[config.mk]
export PLATFORM = sky130hd
export DESIGN_NAME = fb_write_top
export DESIGN_NICKNAME = d
export VERILOG_FILES = /design/src/fb_pkg.sv /design/src/axil_chunk_writer.sv /design/src/chunk_fifo.sv /design/src/fb_write_top.sv /design/src/pixel_stacker.sv /design/src/span_rasterizer.sv
export SDC_FILE = /design/constraint.sdc
export NUM_CORES = 1
export LEC_CHECK = 0
export BUFFER_PORTS_ARGS = -buffer_cell sky130_fd_sc_hd__buf_2
export CAP_MARGIN = 20
export CORE_MARGIN = 2
export CORE_UTILIZATION = 60
export DETAILED_ROUTE_END_ITERATION = 6
export GPL_TIMING_DRIVEN = 0
export PLACE_DENSITY = 0.77
export REMOVE_ABC_BUFFERS = 1
export SKIP_CTS_REPAIR_TIMING = 1
export SLEW_MARGIN = 20
export SYNTH_ARGS = -nofsm -noshare
export SYNTH_HDL_FRONTEND = slang
export SYNTH_HIERARCHICAL = 1
export SYNTH_SLANG_ARGS = --single-unit
[constraint.sdc]
create_clock -name clk_in -period 15.6 [get_ports clk_in]
set_clock_uncertainty 0.15 [all_clocks]
set_input_delay 3.12 -clock clk_in [delete_from_list [all_inputs] [get_ports clk_in]]
set_output_delay 3.12 -clock clk_in [all_outputs]
set_load 0.005 [all_outputs]
[src/fb_pkg.sv]
package fb_pkg;

  // pixel and frame geometry
  localparam int PIX_PER_CHUNK = 8;
  localparam int CHUNK_BYTES = 16;

  typedef logic [15:0] pixel_t;       // rgb565
  typedef logic [21:0] pix_addr_t;    // row * hres + col, up to 2048x2048
  typedef logic [18:0] chunk_addr_t;  // pix_addr / 8
  typedef logic [15:0] strobe_t;      // one bit per byte of a chunk
  typedef logic [127:0] chunk_data_t;
  typedef logic [10:0] coord_t;
  typedef logic [31:0] axil_addr_t;

  // one horizontal span, len of zero is treated as one pixel
  typedef struct packed {
    coord_t row;
    coord_t col_start;
    coord_t len;
    pixel_t colour;
  } span_cmd_t;

  typedef struct packed {
    pix_addr_t addr;
    pixel_t colour;
    logic last;  // final pixel of its span
  } pix_wr_t;

  // eight pixels sharing one aligned group, lane n at bits 16n+15:16n
  typedef struct packed {
    chunk_addr_t addr;
    chunk_data_t data;
    strobe_t strb;
  } chunk_t;

endpackage

[src/axil_chunk_writer.sv]
`timescale 1ns/1ps

module axil_chunk_writer #(
  parameter fb_pkg::axil_addr_t FB_BASE = 32'h0000_0000
) (
  input  logic                clk_in,
  input  logic                rst_in,
  input  fb_pkg::chunk_t      chunk,
  input  logic                chunk_valid,
  output logic                chunk_ready,
  output fb_pkg::axil_addr_t  awaddr,
  output logic                awvalid,
  input  logic                awready,
  output fb_pkg::chunk_data_t wdata,
  output fb_pkg::strobe_t     wstrb,
  output logic                wvalid,
  input  logic                wready,
  input  logic [1:0]          bresp,
  input  logic                bvalid,
  output logic                bready,
  output logic [15:0]         err_count
);

  typedef enum logic [1:0] {
    ST_IDLE,
    ST_SEND,
    ST_RESP
  } state_t;

  localparam int RESP_ERR = 1;  // bresp bit, set for SLVERR and DECERR

  state_t state;
  logic aw_done;
  logic w_done;
  logic take_chunk;

  always_comb begin
    chunk_ready = (state == ST_IDLE);
    take_chunk = chunk_valid && chunk_ready;
    aw_done = !awvalid || awready;  // already accepted or accepted now
    w_done = !wvalid || wready;
  end

  always_ff @(posedge clk_in) begin
    if (rst_in) begin
      state <= ST_IDLE;
      awvalid <= 1'b0;
      wvalid <= 1'b0;
      bready <= 1'b0;
      err_count <= '0;
    end else begin
      case (state)
        ST_IDLE: begin
          if (take_chunk) begin
            awvalid <= 1'b1;
            wvalid <= 1'b1;
            state <= ST_SEND;
          end
        end
        ST_SEND: begin
          if (awready) awvalid <= 1'b0;
          if (wready) wvalid <= 1'b0;
          if (aw_done && w_done) begin
            bready <= 1'b1;
            state <= ST_RESP;
          end
        end
        ST_RESP: begin
          if (bvalid) begin
            bready <= 1'b0;
            if (bresp[RESP_ERR]) err_count <= err_count + 16'd1;
            state <= ST_IDLE;
          end
        end
        default: state <= ST_IDLE;
      endcase
    end
  end

  // byte address of the chunk inside the frame
  always_ff @(posedge clk_in) begin
    if (take_chunk) begin
      awaddr <= FB_BASE + fb_pkg::axil_addr_t'(chunk.addr) * fb_pkg::axil_addr_t'(fb_pkg::CHUNK_BYTES);
      wdata <= chunk.data;
      wstrb <= chunk.strb;
    end
  end

endmodule

[src/chunk_fifo.sv]
`timescale 1ns/1ps

module chunk_fifo #(
  parameter int FIFO_DEPTH = 4
) (
  input  logic           clk_in,
  input  logic           rst_in,
  input  fb_pkg::chunk_t in_chunk,
  input  logic           in_valid,
  output logic           in_ready,
  output fb_pkg::chunk_t out_chunk,
  output logic           out_valid,
  input  logic           out_ready
);

  localparam int PTR_W = (FIFO_DEPTH > 1) ? $clog2(FIFO_DEPTH) : 1;
  localparam logic [PTR_W-1:0] LAST_SLOT = PTR_W'(FIFO_DEPTH - 1);
  localparam logic [PTR_W:0] FULL_COUNT = (PTR_W + 1)'(FIFO_DEPTH);

  fb_pkg::chunk_t mem [FIFO_DEPTH];
  logic [PTR_W-1:0] wr_ptr;
  logic [PTR_W-1:0] rd_ptr;
  logic [PTR_W:0] count;
  logic do_wr;
  logic do_rd;

  always_comb begin
    in_ready = (count != FULL_COUNT);
    out_valid = (count != '0);
    out_chunk = mem[rd_ptr];
    do_wr = in_valid && in_ready;
    do_rd = out_valid && out_ready;
  end

  always_ff @(posedge clk_in) begin
    if (rst_in) begin
      wr_ptr <= '0;
      rd_ptr <= '0;
      count <= '0;
    end else begin
      if (do_wr) wr_ptr <= (wr_ptr == LAST_SLOT) ? '0 : wr_ptr + 1'b1;
      if (do_rd) rd_ptr <= (rd_ptr == LAST_SLOT) ? '0 : rd_ptr + 1'b1;
      case ({do_wr, do_rd})
        2'b10: count <= count + 1'b1;
        2'b01: count <= count - 1'b1;
        default: count <= count;  // both or neither
      endcase
    end
  end

  always_ff @(posedge clk_in) begin
    if (do_wr) mem[wr_ptr] <= in_chunk;
  end

endmodule

[src/fb_write_top.sv]
`timescale 1ns/1ps

module fb_write_top #(
  parameter int                 HRES = 640,
  parameter int                 VRES = 480,
  parameter int                 FIFO_DEPTH = 4,
  parameter fb_pkg::axil_addr_t FB_BASE = 32'h0000_0000
) (
  input  logic                clk_in,
  input  logic                rst_in,
  input  fb_pkg::span_cmd_t   span_cmd,
  input  logic                span_valid,
  output logic                span_ready,
  output fb_pkg::axil_addr_t  awaddr,
  output logic                awvalid,
  input  logic                awready,
  output fb_pkg::chunk_data_t wdata,
  output fb_pkg::strobe_t     wstrb,
  output logic                wvalid,
  input  logic                wready,
  input  logic [1:0]          bresp,
  input  logic                bvalid,
  output logic                bready,
  output logic [15:0]         err_count
);

  fb_pkg::pix_wr_t pix;
  logic pix_valid;
  logic pix_ready;

  fb_pkg::chunk_t st_chunk;  // stacker to fifo
  logic st_valid;
  logic st_ready;

  fb_pkg::chunk_t wr_chunk;  // fifo to writer
  logic wr_valid;
  logic wr_ready;

  span_rasterizer #(
    .HRES(HRES),
    .VRES(VRES)
  ) rast0 (
    .clk_in(clk_in),
    .rst_in(rst_in),
    .span_cmd(span_cmd),
    .span_valid(span_valid),
    .span_ready(span_ready),
    .pix(pix),
    .pix_valid(pix_valid),
    .pix_ready(pix_ready)
  );

  pixel_stacker #(
    .HRES(HRES),
    .VRES(VRES)
  ) stack0 (
    .clk_in(clk_in),
    .rst_in(rst_in),
    .pix(pix),
    .pix_valid(pix_valid),
    .pix_ready(pix_ready),
    .chunk(st_chunk),
    .chunk_valid(st_valid),
    .chunk_ready(st_ready)
  );

  chunk_fifo #(
    .FIFO_DEPTH(FIFO_DEPTH)
  ) fifo0 (
    .clk_in(clk_in),
    .rst_in(rst_in),
    .in_chunk(st_chunk),
    .in_valid(st_valid),
    .in_ready(st_ready),
    .out_chunk(wr_chunk),
    .out_valid(wr_valid),
    .out_ready(wr_ready)
  );

  axil_chunk_writer #(
    .FB_BASE(FB_BASE)
  ) writer0 (
    .clk_in(clk_in),
    .rst_in(rst_in),
    .chunk(wr_chunk),
    .chunk_valid(wr_valid),
    .chunk_ready(wr_ready),
    .awaddr(awaddr),
    .awvalid(awvalid),
    .awready(awready),
    .wdata(wdata),
    .wstrb(wstrb),
    .wvalid(wvalid),
    .wready(wready),
    .bresp(bresp),
    .bvalid(bvalid),
    .bready(bready),
    .err_count(err_count)
  );

endmodule

[src/pixel_stacker.sv]
`timescale 1ns/1ps

module pixel_stacker #(
  parameter int HRES = 640,
  parameter int VRES = 480
) (
  input  logic            clk_in,
  input  logic            rst_in,
  input  fb_pkg::pix_wr_t pix,
  input  logic            pix_valid,
  output logic            pix_ready,
  output fb_pkg::chunk_t  chunk,
  output logic            chunk_valid,
  input  logic            chunk_ready
);

  localparam int LANE_W = $clog2(fb_pkg::PIX_PER_CHUNK);
  localparam int PIX_W = $bits(fb_pkg::pixel_t);
  localparam int FRAME_CHUNKS = (HRES * VRES) / fb_pkg::PIX_PER_CHUNK;
  localparam int CA_W = (FRAME_CHUNKS > 1) ? $clog2(FRAME_CHUNKS) : 1;

  // open chunk being filled
  fb_pkg::chunk_data_t open_data;
  fb_pkg::strobe_t open_strb;
  logic [CA_W-1:0] open_addr;
  logic flush_pending;  // span ended, chunk waits for the output register

  logic [CA_W-1:0] pix_chunk;
  logic [LANE_W-1:0] lane;
  fb_pkg::strobe_t lane_strb;
  logic out_free;
  logic addr_diff;
  logic flush;
  logic accept;

  always_comb begin
    pix_chunk = pix.addr[LANE_W +: CA_W];
    lane = pix.addr[LANE_W-1:0];
    lane_strb = fb_pkg::strobe_t'(2'b11) << (lane * 2);  // two bytes per pixel
    out_free = !chunk_valid || chunk_ready;
    addr_diff = (open_strb != '0) && (pix_chunk != open_addr);
    flush = out_free && (flush_pending || (pix_valid && addr_diff));
    pix_ready = out_free || !(flush_pending || addr_diff);
    accept = pix_valid && pix_ready;
  end

  always_ff @(posedge clk_in) begin
    if (rst_in) begin
      chunk_valid <= 1'b0;
      open_strb <= '0;
      flush_pending <= 1'b0;
    end else begin
      if (flush) begin
        chunk_valid <= 1'b1;  // never empty, strobe is set by now
        open_strb <= '0;
        flush_pending <= 1'b0;
      end else if (chunk_ready) begin
        chunk_valid <= 1'b0;
      end

      if (accept) begin
        open_strb <= (flush ? '0 : open_strb) | lane_strb;
        flush_pending <= pix.last;
      end
    end
  end

  always_ff @(posedge clk_in) begin
    if (accept) begin
      open_data[lane * PIX_W +: PIX_W] <= pix.colour;
      open_addr <= pix_chunk;
    end
    if (flush) begin
      chunk.addr <= fb_pkg::chunk_addr_t'(open_addr);
      chunk.data <= open_data;
      chunk.strb <= open_strb;
    end
  end

endmodule

[src/span_rasterizer.sv]
`timescale 1ns/1ps

module span_rasterizer #(
  parameter int HRES = 640,
  parameter int VRES = 480
) (
  input  logic              clk_in,
  input  logic              rst_in,
  input  fb_pkg::span_cmd_t span_cmd,
  input  logic              span_valid,
  output logic              span_ready,
  output fb_pkg::pix_wr_t   pix,
  output logic              pix_valid,
  input  logic              pix_ready
);

  typedef enum logic {
    ST_IDLE,
    ST_EMIT
  } state_t;

  localparam logic [11:0] HRES_W = 12'(HRES);
  localparam logic [11:0] VRES_W = 12'(VRES);

  state_t state;
  logic [11:0] remaining;  // pixels left, current one included
  logic [11:0] avail;
  logic [11:0] req_len;
  logic [11:0] clip_len;
  logic in_range;
  fb_pkg::pix_addr_t row_base;
  logic take_cmd;

  always_comb begin
    avail = HRES_W - {1'b0, span_cmd.col_start};
    req_len = (span_cmd.len == '0) ? 12'd1 : {1'b0, span_cmd.len};
    clip_len = (req_len > avail) ? avail : req_len;  // stop at row end
    in_range = ({1'b0, span_cmd.row} < VRES_W) && ({1'b0, span_cmd.col_start} < HRES_W);
    row_base = fb_pkg::pix_addr_t'(span_cmd.row) * fb_pkg::pix_addr_t'(HRES);
    take_cmd = span_valid && span_ready && in_range;
  end

  always_ff @(posedge clk_in) begin
    if (rst_in) begin
      state <= ST_IDLE;
      span_ready <= 1'b0;
      pix_valid <= 1'b0;
    end else begin
      case (state)
        ST_IDLE: begin
          span_ready <= 1'b1;  // out of range commands are taken and dropped
          if (take_cmd) begin
            state <= ST_EMIT;
            span_ready <= 1'b0;
            pix_valid <= 1'b1;
          end
        end
        ST_EMIT: begin
          if (pix_ready && pix.last) begin
            state <= ST_IDLE;
            pix_valid <= 1'b0;
            span_ready <= 1'b1;
          end
        end
        default: state <= ST_IDLE;
      endcase
    end
  end

  // pixel payload, loaded while idle and stepped per accepted pixel
  always_ff @(posedge clk_in) begin
    if (state == ST_IDLE) begin
      pix.addr <= row_base + fb_pkg::pix_addr_t'(span_cmd.col_start);
      pix.colour <= span_cmd.colour;
      pix.last <= (clip_len == 12'd1);
      remaining <= clip_len;
    end else if (pix_ready) begin
      pix.addr <= pix.addr + fb_pkg::pix_addr_t'(1);
      pix.last <= (remaining == 12'd2);
      remaining <= remaining - 12'd1;
    end
  end

endmodule
==> summary.md <==
| Metric | Value |
|---|---|
| Total GRT Usage | 0.246 |
| Clk root buf | clkbuf_16 |
| Hold Path Sink | stack0/chunk[139] |
| Unrepaired setup endpoints after global routing | false |
| Fin cells | 3,592 |
| Post-Syn Instances | approximately 2,200 |
| Full die area | 77,200 um2 |
| Synth warn | 6 |
| Placer congestion estimate | 0.802 |
| FF-to-FF path depth | 8 |
| Final period utilization | 0.415 |
| FMAX | around 0.15 GHz |
| Initial antenna violation count | 2 |
| Commonest non-fill, non-tap cell in the layout | edfxtp_1 |
| Cell Pwr Density | 145 nW/um2 |
| Worst hold path class | reg2reg |
| Clock Pin Slew Worst Setup and Hold Paths | roughly 60 ps |
| Status | complete, no violations |
| Routed len/inst | 26.1 um |
| Pre-antenna DRT Iters | 5 |
| Mapped Avg Cell Area | around 20 um2 |
| Routed wire length | roughly 94,000 um |
| First-pass GRT wire length | 141,000 um |
| Maximum number of pins on one net before global-route repair | 62 |
| Hold WS | 254 ps |
| Nets | 2,631 |
| Finish-stage setup viols | 0 |
| Filler cells | 4,414 |
| Vias | 21,746 |
| Max Cap Viol | 0 |
| I/O Pins | 253 |
| Headroom to the max-slew limit | 0.272 |
| Worst-Margin Slew | between 1000 and 1500 ps |
| Vias in the first global route | ~22,000 |
| CP startpoint kind | input port |
| Worst EP required | around 16,000 ps |
| CTS tree | yes |
| Core ar. | 74,300 um2 |
| CP Class | in2reg |
| Share of cells above drive strength 1 | 0.253 |
| R2R Path End | stack0/open_data[100] |
| DR iter-0 viols | 2,269 |
| Clk_lat worst skew | between 600 and 700 ps |
| Worst hold stages | 0 |
| Clock power share | 0.362 |
| CTS Buf Count | 113 |
| Psw | around 1.8 mW |
| Starting Density | 0.605 |
| Final Hold Fails | 0 |
| Leak pwr | between 15 and 20 nW |
| # DRC | 0 |
| Worst-path maximum fanout | 13 |
| Combinational power share | 0.118 |
| Port Buffers | 238 |
| Final min period | 6470 ps |
| Area Growth Syn to Fin | 15.2% |
| Worst r2r src | rast0/pix[17] |
| Via density | 6.05 |
| CTS max path bufs | 3 |
| Sequential power share | 0.520 |
| CTS H-tree lvls | 3 |
| Row count | 100 |
| R2R Setup Slk | roughly 11,000 ps |
| Congestion Overflow GR | 0 |
| Pint | 5.76 mW |
| Net Sw Frac | 0.233 |
| Netlist Area Pre-Place | 45,000 um2 |
| Max VDD drop | 0.101 mV |
| Leading cell types in the layout, fill and taps excluded | edfxtp_1, buf_2, mux4_2, clkbuf_16, nor2_1 |
| Crit path capture type | flip-flop |
| ANT nets after route | 0 |
| # clock sinks | 1,218 |
| Dpl cells | roughly 3,400 |
| Die X | 278 um |
| Hold Startpoint | stack0/open_data[123] |
| Hpwl dp | 54,400 um |
| Final-report max-slew violation count | 0 |
| Height of the die | around 280 um |
| WP data arrival | 6710 ps |
stage by stage:
| stage | setup WS (ps) | instance area [um2] | total power [mW] | utilization | setup TNS, ps |
|---|---|---|---|---|---|
| finish | 9130 | 51800 | 7.51 | 0.697 | 0 |
| global placement | -6030 | 46900 | 4.98 | 0.631 | -961970 |
| floorplan | 2530 | 44500 | 4.58 | - | 0 |
| detailed placement | 8500 | 48100 | 4.86 | 0.648 | 0 |
| global route | 8960 | 51800 | 7.75 | 0.697 | 0 |
| CTS | 9210 | 51800 | 7.56 | 0.697 | 0 |
metal layers:
metal	part of all wire	wire, um	GRT usage	vias to the layer above
met5	0	0	0	-
met4	0.023	2120	0.0733	0
met3	0.071	6620	0.0403	125
met2	0.51	48200	0.414	995
met1	0.39	36900	0.336	11245
li1	-	-	-	9381
state kept, by name (all words and copies together) (netlist names), 2 cells and up, named ones only:
register and cells:
writer0/awaddr 19, writer0/wdata 128, writer0/wstrb 16, stack0/chunk 160, stack0/open_strb 16, writer0/state 2
fifo0/mem 652, stack0/open_data 128, fifo0/count 3, fifo0/rd_ptr 2, fifo0/wr_ptr 2, rast0/remaining 12
rast0/pix 36, stack0/open_addr 16, writer0/err_count 16
final cells by class:
class | instances | area (um2) | share of cell area
Antenna cell | 2 | 5.00 | 0.0000966
Tap cell | 969 | 1210 | 0.0234
Multi-Input combinational cell | 841 | 8300 | 0.160
Clock buffer | 141 | 2950 | 0.0570
Clock inverter | 74 | 732 | 0.0141
Sequential cell | 1218 | 36100 | 0.696
Inverter | 52 | 195 | 0.00377
Timing Repair Buffer | 295 | 2370 | 0.0456
how the worst max path moves through the flow:
| stage | startpoint | slack (ps) | end |
|---|---|---|---|
| finish | span_cmd[30] | 9130 | rast0/remaining[5] |
| global route | span_cmd[30] | 8960 | rast0/remaining[1] |
| CTS | span_cmd[30] | 9210 | rast0/remaining[5] |
| detailed placement | span_cmd[30] | 8500 | rast0/remaining[5] |
| global placement | rast0/pix[27] | -6030 | stack0/chunk[62] |
| floorplan | rast0/pix[23] | 2530 | stack0/chunk[0] |
power groups by stage:
stage	sequential (mW)	combinational [mW]	clock (mW)
after floorplan	4.05	0.530	0
after global placement	4.14	0.835	0
after detailed placement	3.97	0.886	0
after CTS	3.91	0.899	2.76
after global routing	3.92	0.955	2.88
final	3.90	0.886	2.72
critical path: stages:
cell and delay (ps):
buf_2 140, or4_4 570, o41a_1 350, o21a_1 230
or2_2 330, inv_1 60, ha_1 230, and3_1 190
and3_1 190, and3_1 240, a211oi_4 550, o21a_2 360
o311ai_0 150
(Power assumes the default switching activity.)
